--- config.mk ---
export PLATFORM = sky130hd
export DESIGN_NAME = spi_reg_target
export DESIGN_NICKNAME = d
export VERILOG_FILES = /design/src/rtl/spi_target_pkg.sv /design/src/rtl/spi_byte_if.sv /design/src/rtl/spi_byte_engine.sv /design/src/rtl/spi_word_framer.sv /design/src/rtl/spi_reg_file.sv /design/src/rtl/spi_reg_target.sv
export VERILOG_INCLUDE_DIRS = /design/src /design/src/rtl
export SDC_FILE = /design/constraint.sdc
export NUM_CORES = 1
export LEC_CHECK = 0
export ABC_AREA = 0
export BUFFER_PORTS_ARGS = -buffer_cell sky130_fd_sc_hd__buf_4
export CORE_MARGIN = 1.5
export CORE_UTILIZATION = 45
export CTS_BUF_LIST = sky130_fd_sc_hd__clkbuf_2 sky130_fd_sc_hd__clkbuf_4 sky130_fd_sc_hd__clkbuf_8
export DETAILED_ROUTE_END_ITERATION = 8
export GPL_TIMING_DRIVEN = 0
export PLACE_DENSITY = 0.7
export SYNTH_ARGS = -nofsm -noshare
export SYNTH_HDL_FRONTEND = slang
export SYNTH_SLANG_ARGS = --single-unit
--- constraint.sdc ---
create_clock -name clk -period 2.8 [get_ports clk]
set_clock_uncertainty 0.2 [all_clocks]
set_input_delay 0.56 -clock clk [delete_from_list [all_inputs] [get_ports clk]]
set_output_delay 0.56 -clock clk [all_outputs]
set_load 0.05 [all_outputs]
--- src/rtl/spi_target_consts.svh ---
`ifndef SPI_TARGET_CONSTS_SVH
`define SPI_TARGET_CONSTS_SVH

// Register file geometry
// Register 0 is the read-only ID, the rest are read/write
`define SPI_REG_COUNT 8

// Contents of register 0
`define SPI_REG_ID_VALUE 32'h5350_0001

// Command opcodes, carried in the first byte on the wire
`define SPI_OP_WRITE 8'h01
`define SPI_OP_READ 8'h02

// Flops per input synchronizer
// Edge detection uses the last two stages
`define SPI_SYNC_STAGES 3

`endif

--- src/rtl/spi_target_pkg.sv ---
`default_nettype none

package spi_target_pkg;

  // One 64-bit command frame
  // Byte 0 on the wire lands in bits 7:0, so op goes out first
  typedef struct packed {
    // Write data or read reply data
    logic [31:0] data;
    // Unused, zero in replies
    logic [15:0] rsvd;
    // Register address
    logic [7:0] addr;
    // Opcode
    logic [7:0] op;
  } spi_cmd_t;

  // Same word seen two ways
  // Framer handles raw bytes, register file decodes cmd
  typedef union packed {
    logic [63:0] raw;
    spi_cmd_t cmd;
  } spi_frame_u;

endpackage

`default_nettype wire

--- src/rtl/spi_byte_if.sv ---
`default_nettype none

// Byte-level link between the SPI byte engine and the word framer
interface spi_byte_if;

  // Last received byte, valid while rx_strobe is high
  logic [7:0] rx_byte;
  // One clk pulse per completed byte
  logic rx_strobe;
  // Synchronized CS, active high
  logic frame_active;
  // Byte to shift out on CIPO
  // Held from last rising SCK of a byte to first falling SCK of the next
  logic [7:0] tx_byte;

  modport engine (
    output rx_byte, rx_strobe, frame_active,
    input tx_byte
  );

  modport framer (
    input rx_byte, rx_strobe, frame_active,
    output tx_byte
  );

endinterface

`default_nettype wire

--- src/rtl/spi_byte_engine.sv ---
`default_nettype none

`include "spi_target_consts.svh"

// Mode 0 SPI target, one byte at a time
// Pins are sampled in the clk domain, clk must be at least 4x SCK
module spi_byte_engine (
  input wire clk,
  input wire arst_n,
  input wire sck,
  input wire cs_n,
  input wire copi,
  output logic cipo,
  output logic cipo_en,
  spi_byte_if.engine byte_bus
);

  // Synchronizer chains, bit 0 is the newest sample
  logic [`SPI_SYNC_STAGES-1:0] sck_sync;
  logic [`SPI_SYNC_STAGES-1:0] cs_sync;
  logic [`SPI_SYNC_STAGES-1:0] copi_sync;

  // SCK edge events, one clk wide
  logic sck_rise;
  logic sck_fall;
  // COPI as seen at the oldest stage
  logic copi_bit;

  // Receive count goes up on rising SCK
  logic [2:0] rx_cnt;
  // Transmit index goes down on falling SCK
  logic [2:0] tx_cnt;

  always_ff @(posedge clk or negedge arst_n) begin
    if (!arst_n) begin
      sck_sync <= '0;
      // CS idles high
      cs_sync <= '1;
      copi_sync <= '0;
    end else begin
      sck_sync <= {sck_sync[`SPI_SYNC_STAGES-2:0], sck};
      cs_sync <= {cs_sync[`SPI_SYNC_STAGES-2:0], cs_n};
      copi_sync <= {copi_sync[`SPI_SYNC_STAGES-2:0], copi};
    end
  end

  // Compare the two oldest SCK samples
  assign sck_rise = ({sck_sync[`SPI_SYNC_STAGES-1], sck_sync[`SPI_SYNC_STAGES-2]} == 2'b01);
  assign sck_fall = ({sck_sync[`SPI_SYNC_STAGES-1], sck_sync[`SPI_SYNC_STAGES-2]} == 2'b10);

  // CS is active low on the pin
  assign byte_bus.frame_active = ~cs_sync[`SPI_SYNC_STAGES-1];
  // COPI lags SCK by a stage, still well inside the half period
  assign copi_bit = copi_sync[`SPI_SYNC_STAGES-1];

  always_ff @(posedge clk or negedge arst_n) begin
    if (!arst_n) begin
      rx_cnt <= 3'd0;
      tx_cnt <= 3'd7;
      byte_bus.rx_strobe <= 1'b0;
      cipo_en <= 1'b0;
    end else begin
      // Registered so the pin enable does not glitch
      cipo_en <= byte_bus.frame_active;
      byte_bus.rx_strobe <= 1'b0;
      if (byte_bus.frame_active) begin
        if (sck_rise) begin
          rx_cnt <= rx_cnt + 3'd1;
          // Eighth bit done, pulse for one clk
          byte_bus.rx_strobe <= (rx_cnt == 3'd7);
        end
        if (sck_fall) begin
          // Wraps to 7 at the end of each byte
          tx_cnt <= tx_cnt - 3'd1;
        end
      end else begin
        // Idle or aborted transfer, start clean next time
        rx_cnt <= 3'd0;
        tx_cnt <= 3'd7;
      end
    end
  end

  // Receive shifter, MSB first
  always_ff @(posedge clk) begin
    if (byte_bus.frame_active && sck_rise) begin
      byte_bus.rx_byte <= {byte_bus.rx_byte[6:0], copi_bit};
    end
  end

  // Not gated by CS, so the MSB is already on the line before the first edge
  assign cipo = byte_bus.tx_byte[tx_cnt];

  // Byte strobes are at least eight SCK edges apart
  rx_strobe_single: assert property (
    @(posedge clk) disable iff (!arst_n)
    byte_bus.rx_strobe |=> !byte_bus.rx_strobe
  );

  // Enable must be up before any SCK edge is used
  // Needs at least one clk of CS setup
  cipo_en_before_edge: assert property (
    @(posedge clk) disable iff (!arst_n)
    (byte_bus.frame_active && (sck_rise || sck_fall)) |-> cipo_en
  );

  // Enable drops one clk after the frame ends
  cipo_en_release: assert property (
    @(posedge clk) disable iff (!arst_n)
    $fell(byte_bus.frame_active) |=> !cipo_en
  );

endmodule

`default_nettype wire

--- src/rtl/spi_word_framer.sv ---
`default_nettype none

// Packs eight bytes into one 64-bit word, little-endian
// Byte 0 of a frame ends up in bits 7:0
module spi_word_framer (
  input wire clk,
  input wire arst_n,
  spi_byte_if.framer byte_bus,
  output spi_target_pkg::spi_frame_u rx_word,
  output logic word_strobe,
  input wire spi_target_pkg::spi_frame_u tx_word
);

  // Position within the frame, 0 to 7
  // One extra bit so an overrun would be visible
  logic [3:0] byte_index;
  // Set on the byte that completes a frame
  logic last_byte;

  assign last_byte = (byte_index == 4'd7);

  always_ff @(posedge clk or negedge arst_n) begin
    if (!arst_n) begin
      byte_index <= 4'd0;
      word_strobe <= 1'b0;
    end else begin
      // One clk after the strobe of byte 7
      word_strobe <= byte_bus.rx_strobe && last_byte;
      if (!byte_bus.frame_active) begin
        // CS released, drop any partial frame
        byte_index <= 4'd0;
      end else if (byte_bus.rx_strobe) begin
        if (last_byte) begin
          byte_index <= 4'd0;
        end else begin
          byte_index <= byte_index + 4'd1;
        end
      end
    end
  end

  // New bytes enter at the top and move down
  // After eight bytes the first one sits at 7:0
  always_ff @(posedge clk) begin
    if (byte_bus.rx_strobe) begin
      rx_word.raw <= {byte_bus.rx_byte, rx_word.raw[63:8]};
    end
  end

  // Reply byte for the current position, same order as receive
  // Index 0 while idle, so byte 0 is ready before CS goes low
  assign byte_bus.tx_byte = tx_word.raw[{byte_index[2:0], 3'b000} +: 8];

  // Counter wraps at 7 and never reaches 8
  byte_index_range: assert property (
    @(posedge clk) disable iff (!arst_n)
    byte_index <= 4'd7
  );

endmodule

`default_nettype wire

--- src/rtl/spi_reg_file.sv ---
`default_nettype none

`include "spi_target_consts.svh"

// Command decode and register storage
// Reply to a word is loaded at once and shifted out in the next frame
module spi_reg_file (
  input wire clk,
  input wire arst_n,
  input wire spi_target_pkg::spi_frame_u rx_word,
  input wire word_strobe,
  output spi_target_pkg::spi_frame_u tx_word,
  output logic [31:0] ctrl
);

  // Read/write registers 1 up, register 0 is the fixed ID
  logic [`SPI_REG_COUNT-1:1][31:0] regs;

  spi_target_pkg::spi_cmd_t cmd;
  spi_target_pkg::spi_frame_u reply;
  // Address points at a register that exists
  logic addr_valid;
  // Address is writable, ID excluded
  logic addr_writable;
  // Low address bits used as the register index
  logic [$clog2(`SPI_REG_COUNT)-1:0] reg_index;
  logic [31:0] read_data;
  logic do_write;

  assign cmd = rx_word.cmd;
  assign reg_index = cmd.addr[$clog2(`SPI_REG_COUNT)-1:0];
  assign addr_valid = (cmd.addr < `SPI_REG_COUNT);
  assign addr_writable = addr_valid && (cmd.addr != 8'd0);
  assign do_write = word_strobe && (cmd.op == `SPI_OP_WRITE) && addr_writable;

  // Register read mux
  always_comb begin
    read_data = 32'h0;
    if (cmd.addr == 8'd0) begin
      read_data = `SPI_REG_ID_VALUE;
    end else if (addr_valid) begin
      read_data = regs[reg_index];
    end
  end

  // Reply word for the received command
  always_comb begin
    reply.raw = 64'h0;
    case (cmd.op)
      // Echo, even when the write was dropped
      `SPI_OP_WRITE: reply = rx_word;
      `SPI_OP_READ: begin
        reply.cmd.op = cmd.op;
        reply.cmd.addr = cmd.addr;
        reply.cmd.data = read_data;
      end
      // No-op or unknown, all zero
      default: reply.raw = 64'h0;
    endcase
  end

  always_ff @(posedge clk or negedge arst_n) begin
    if (!arst_n) begin
      regs <= '0;
      ctrl <= 32'h0;
      tx_word <= '0;
    end else if (word_strobe) begin
      tx_word <= reply;
      if (do_write) begin
        regs[reg_index] <= cmd.data;
        // ctrl pin mirrors register 1
        if (reg_index == 1) begin
          ctrl <= cmd.data;
        end
      end
    end
  end

  // Separate ctrl flop must track its register
  ctrl_tracks_reg1: assert property (
    @(posedge clk) disable iff (!arst_n)
    ctrl == regs[1]
  );

  // Storage and reply only move on a word strobe
  state_change_on_strobe: assert property (
    @(posedge clk) disable iff (!arst_n)
    !$stable({regs, tx_word, ctrl}) |-> $past(word_strobe)
  );

endmodule

`default_nettype wire

--- src/rtl/spi_reg_target.sv ---
`default_nettype none

// SPI register target
// Byte engine -> word framer -> register file
module spi_reg_target (
  input wire clk,
  input wire arst_n,
  input wire sck,
  input wire cs_n,
  input wire copi,
  output wire cipo,
  output wire cipo_en,
  output wire [31:0] ctrl
);

  // Link between byte engine and framer
  spi_byte_if byte_bus ();

  // Word path between framer and register file
  spi_target_pkg::spi_frame_u rx_word;
  spi_target_pkg::spi_frame_u tx_word;
  wire word_strobe;

  spi_byte_engine i_spi_byte_engine (
    .clk (clk),
    .arst_n (arst_n),
    .sck (sck),
    .cs_n (cs_n),
    .copi (copi),
    .cipo (cipo),
    .cipo_en (cipo_en),
    .byte_bus (byte_bus.engine)
  );

  spi_word_framer i_spi_word_framer (
    .clk (clk),
    .arst_n (arst_n),
    .byte_bus (byte_bus.framer),
    .rx_word (rx_word),
    .word_strobe (word_strobe),
    .tx_word (tx_word)
  );

  spi_reg_file i_spi_reg_file (
    .clk (clk),
    .arst_n (arst_n),
    .rx_word (rx_word),
    .word_strobe (word_strobe),
    .tx_word (tx_word),
    .ctrl (ctrl)
  );

endmodule

`default_nettype wire

* Yosys cells after proc, flatten, opt, wreduce, memory -nomap -nowiden
Cells that the tools add are included.
** Storage, ports and cells
- Register bits after elaboration :: 414
- Input bits :: 5
- Output and inout port bits :: 34
- Word-level logic and storage cells :: 71
** Cells by class
- Add/subtract/negate cells :: 3
- $lt $le $gt $ge :: 4
- Equal/unequal tests :: 7
- Shift operators :: 1
- Muxes and demuxes :: 21
- Bitwise logic cells :: 1
- Reduce and logical (&&, ||, !) cells :: 14
** Operator list (count)
- 224-bit bitwise mux :: 1
- 32-bit two-way mux :: 4
- 32-bit binary-select mux with 3-bit select :: 1
- 32-bit demux with 3-bit select :: 1
- 32-bit one-hot mux with 2 select lines :: 1
- 64-bit by 7-bit indexed part select with 8-bit output :: 1
- 16-bit two-way mux :: 2
- 3-bit two-way mux :: 4
- 4-bit two-way mux :: 3
- 8-bit by 1-bit == test with 1-bit output, second input constant :: 1
- 8-bit by 2-bit == test with 1-bit output, second input constant :: 1
- 8-bit logical NOT :: 1
- 3-bit by 4-bit < comparator with 1-bit output, second input constant :: 2
- 8-bit by 4-bit < comparator with 1-bit output, second input constant :: 1
- 8-bit nonzero test :: 1
- 1-bit logical AND :: 6
- 2-bit nonzero test :: 3
- 4-bit by 1-bit adder with 4-bit output, second input constant :: 1
- 4-bit by 3-bit == test with 1-bit output, second input constant :: 1
- 3-bit by 1-bit adder with 3-bit output, second input constant :: 1
- 1-bit binary-select mux with 3-bit select :: 1
- 3-bit by 1-bit == test with 1-bit output, second input constant :: 1
- 3-bit == test, second input constant :: 1
- 3-bit by 1-bit >= comparator with 1-bit output, second input constant :: 1
- 8 further kinds :: 10

* Logic depth before layout (Yosys ltp)
- Depth in word-level cells :: 5
- Mapped depth :: 8
- Depth with buffers taken out :: 5

* Cells and area by module
From an unflattened synthesis, not the netlist that was laid out.
** Second synthesis, totals
- Cells, all modules :: 1124
- Area, all modules :: 18330.1 um2
** By module, submodules not included
- spi_reg_file :: instances 1, cells an instance 960, area an instance 14726.6 um2, sequential area each 8007.7 um2
- spi_word_framer :: instances 1, cells an instance 113, area an instance 2711.4 um2, sequential area each 2047.0 um2
- spi_byte_engine :: instances 1, cells an instance 51, area an instance 892.1 um2, sequential area each 673.1 um2

* Worst setup path before layout
OpenSTA, ideal clock, no wires.
- Path kind :: reg-to-output
- From :: register i_spi_word_framer.byte_index[0]
- To :: output cipo
- Arrival :: 2.585 ns
- Required time :: 2.040 ns
- Setup slack :: -0.545 ns
- Cell stages (with the launch flop) :: 8
- Path buffers :: 2
- Cell sequence :: dfrtp_1 -> buf_2 -> buf_2 -> mux2i_1 -> o221ai_1 -> o32a_1 -> a32oi_1 -> o21ai_0
** Between the ends
- Longest elaborated chain between the ends :: 3
** Ends and longest elaborated chain
- start, declared :: RTL line spi_word_framer.sv:16 : logic [3:0] byte_index;
- start signal, assigned :: RTL line spi_word_framer.sv:36 : byte_index <= byte_index + 4'd1;
- 64-bit by 7-bit indexed part select with 8-bit output :: RTL line spi_word_framer.sv:52 : assign byte_bus.tx_byte = tx_word.raw[{byte_index[2:0], 3'b000} +: 8];
- 1-bit binary-select mux with 3-bit select :: RTL line spi_byte_engine.sv:92 : assign cipo = byte_bus.tx_byte[tx_cnt];
- 1-bit two-way mux (not written as such) :: RTL line spi_byte_engine.sv:92
- end, declared :: RTL line spi_reg_target.sv:11 : output wire cipo,
Every way passes these cells. The select of a mux whose other input is x is not followed.

* Final worst setup path
Ends and elaborated chain as after synthesis.

==> flow_summary.json <==
{
  "power.switching_w": 0.00254,
  "yosys.area_share.simple": 0.0473,
  "dp_hpwl_um": 27200,
  "ant_nets": 0,
  "p_int_w": 0.00930,
  "setup_slack_ns": -0.694,
  "synth_top_family_by_area": "multiplexers",
  "cts_buffers": 69,
  "finalNonFillerCells": 1925,
  "yosysUniqueCellTypes": 49,
  "ys.flop_type": "dfrtp_1",
  "gp_congestion": 0.829,
  "initial_core_util": 0.455,
  "coreArea_um2": 38600,
  "synth.area.mux_share": 0.250,
  "combinationalPowerShare": 0.012,
  "drt-pass1-iter-count": 5,
  "async_flop_share": 0.826,
  "synth_xor_area_frac": 0.00150,
  "synth_compound_area_frac": 0.0603,
  "clkLatencyLatePin_ns": 0.62,
  "p_total_w": 0.0118,
  "preCtsSetupSlack_ns": -0.762,
  "p_leak_nw": 9.54,
  "power_density_nw_per_um2": 575,
  "num_io_pins": 39,
  "hp-class": "reg -> reg",
  "synth.yosys.seq_area_share": 0.612,
  "drive_gt1_frac": 0.406,
  "crit_path_end_kind": "output port",
  "path_class": "reg -> out",
  "fin_crit_sh": 1.25,
  "track_usage": 0.214,
  "yosysWarnings": 0,
  "failed_checks": "negative setup slack",
  "yosys-top-cells-area": "dfrtp_1 (48%), mux2_2 (18%), edfxtp_1 (12%)",
  "max-vdd-ir-drop_mv": 0.407,
  "num-nets-final": 1361,
  "period_minus_slack_ns": 3.49,
  "worst_slew_pin_slew_ns": 0.922,
  "grt.overflow.total": 0,
  "cp_max_fo": 4,
  "min_path_cells": 0,
  "critical_path_arrival_ns": 2.73,
  "synth_edf_count": 72,
  "hold_violations": 0,
  "num_vias": 10900,
  "relSlewSlack": 0.383,
  "port_buffers": 38,
  "drc": 0,
  "synth_commonest_cells": "dfrtp_1 (336), mux2_2 (282), edfxtp_1 (72)",
  "syn-instance-count": 1218,
  "cp.required_ns": 2.04,
  "netlist_area_um2": 17500,
  "synth.most_common_cell": "dfrtp_1",
  "setup_viol": 8,
  "die_h_um": 200,
  "totalWireLength_um": 42800,
  "synthAdderAreaFrac": 0.00285,
  "outcome": "complete, but fails checks",
  "floorplan.die_area_um2": 40200,
  "clock_power_share": 0.469,
  "max_freq_mhz": 286,
  "grt_max_degree": 120,
  "core.rowCount": 72,
  "cts_root_buf": "clkbuf_8",
  "drv_slew": 0,
  "antenna_found_initial": 1,
  "grt_pass1_vias": 11300,
  "cap_violations": 0,
  "area_delta_synth_final_pct": 17.4,
  "placedCellCount": 1778,
  "ys_seq_elements": 414,
  "avgSynthCellArea_um2": 14.4,
  "clock_path_buffers": 3,
  "routed_via_density": 5.66,
  "seqPwrFrac": 0.519,
  "cp-start-kind": "register",
  "wire_per_inst_um": 22.2,
  "die_w_um": 200,
  "htreeDepth": 3,
  "synth.top_cell.area_share": 0.480,
  "r2r_cells": 8,
  "rsz0062_at_grt": "true",
  "cts_sinks": 414,
  "cts_tree": "built",
  "grt_pass1_wl_um": 66100,
  "synth_nets": 1227,
  "yosys.area.top_type": "dfrtp_1",
  "drtIter0Drc": 756,
  "switching_share": 0.214,
  "clk_pin_slew_ns": 0.05
}
flip-flops by register name, summed over array words and instances, names as in the netlist, 3 cells and up:
name	cells
i_spi_word_framer.byte_index	4
i_spi_byte_engine.rx_cnt	3
i_spi_reg_file.ctrl	32
i_spi_word_framer.rx_word	64
i_spi_byte_engine.byte_bus.rx_byte	8
i_spi_byte_engine.sck_sync	3
i_spi_reg_file.tx_word	64
i_spi_reg_file.regs	224
i_spi_byte_engine.tx_cnt	3
i_spi_byte_engine.copi_sync	3
i_spi_byte_engine.cs_sync	3
metal layers:
layer,part of all wire,vias to the layer above,global-route usage
li1,-,4746,-
met1,0.43,5681,0.294
met2,0.47,378,0.335
met3,0.073,94,0.0498
met4,0.029,0,0.0765
met5,0,-,0
layout make-up:
| cell class | count | area, um^2 |
|---|---|---|
| clock inverters | 15 | 134 |
| multi-input cells | 697 | 6520 |
| fillers | 3206 | 18000 |
| repair buffers | 64 | 654 |
| flip-flops and latches | 414 | 10700 |
| clock buffers | 110 | 1300 |
| diodes | 1 | 2.50 |
| inverters | 30 | 114 |
| plain buffers | 76 | 472 |
| well taps | 518 | 648 |
placed cells by master, fill, tap and decap left out, types with 6 or more instances in the layout:
cell type / netlist / final
mux2_2: 282 / 252
nand3_1: 21 / 20
o22ai_1: 8 / 8
o21ai_1: 6 / 6
a31oi_1: 26 / 26
clkbuf_1: 44 / 26
buf_2: 16 / 12
edfxtp_1: 72 / 72
buf_4: 3 / 55
mux2i_1: 32 / 31
a211oi_1: 9 / 9
a22oi_1: 23 / 23
clkbuf_2: 0 / 12
nor2_1: 60 / 59
dfrtp_1: 336 / 334
mux2_4: 0 / 31
buf_12: 0 / 6
inv_1: 28 / 28
clkbuf_8: 0 / 76
o311a_1: 8 / 8
nor2b_1: 34 / 34
o21ai_0: 47 / 46
dfstp_2: 6 / 6
clkbuf_4: 0 / 41
nand2_1: 30 / 29
a2bb2oi_1: 7 / 7
mux4_2: 39 / 39
a21oi_1: 29 / 29
power by group through the flow:
| stage | sequential (W) | clock [W] | combinational [W] |
|---|---|---|---|
| after floorplan | 0.00626 | 0 | 0.0000194 |
| after global placement | 0.00626 | 0 | 0.000130 |
| final | 0.00614 | 0.00555 | 0.000146 |
| after detailed placement | 0.00626 | 0 | 0.000150 |
| after CTS | 0.00614 | 0.00566 | 0.000155 |
| after global routing | 0.00614 | 0.00594 | 0.000173 |
through the flow:
stage,hold slack [ns],instance area (um^2),TNS (ns),utilization
6_report,0.148,20600,-0.762,0.534
4_1_cts,0.151,20200,-0.835,0.525
2_1_floorplan,0.0644,17500,0,-
5_1_grt,0.154,20600,-2.42,0.534
3_5_place_dp,0.138,18600,-107.52,0.482
3_3_place_gp,0.133,18500,-861.60,0.479
timing repair:
item	in CTS	in global routing
gates resized for setup	52	64
setup buffers	4	11
hold endpoints to repair	121	0
pin swaps	6	8
setup endpoints to repair	282	220
hold buffers	4	0
cloned	0	3
critical path, cell delays in order (launching register included):
cell and delay [ns]:
dfrtp_2 0.49, mux4_2 0.58, mux2_4 0.29, o32a_1 0.31
a32oi_1 0.20, o21ai_2 0.10, buf_6 0.16
worst paths after layout:
check | start | end | slack [ns]
min in group asynchronous | arst_n | i_spi_byte_engine.cs_sync[0] | 0.29
max in group asynchronous | arst_n | i_spi_reg_file.regs[73] | 0.56
worst min-delay path | i_spi_byte_engine.copi_sync[1] | i_spi_byte_engine.copi_sync[2] | 0.15
worst max register to register | i_spi_word_framer.rx_word[3] | i_spi_reg_file.regs[177] | -0.02
worst max-delay path | i_spi_word_framer.byte_index[0] | cipo | -0.69
worst min register to register | i_spi_byte_engine.copi_sync[1] | i_spi_byte_engine.copi_sync[2] | 0.15
logic make-up (layout without fill, tap and decap cells):
kind of cell    Yosys count  after routing
compound gates          169            169
mux                     354            354
simple gates            167            167
fa+ha+maj                 4              4
xor+xnor                  3              3
other cells               0              1
flops                   414            414
buf+inv                 107            295
Note: power is estimated with default switching activity, not from simulation.
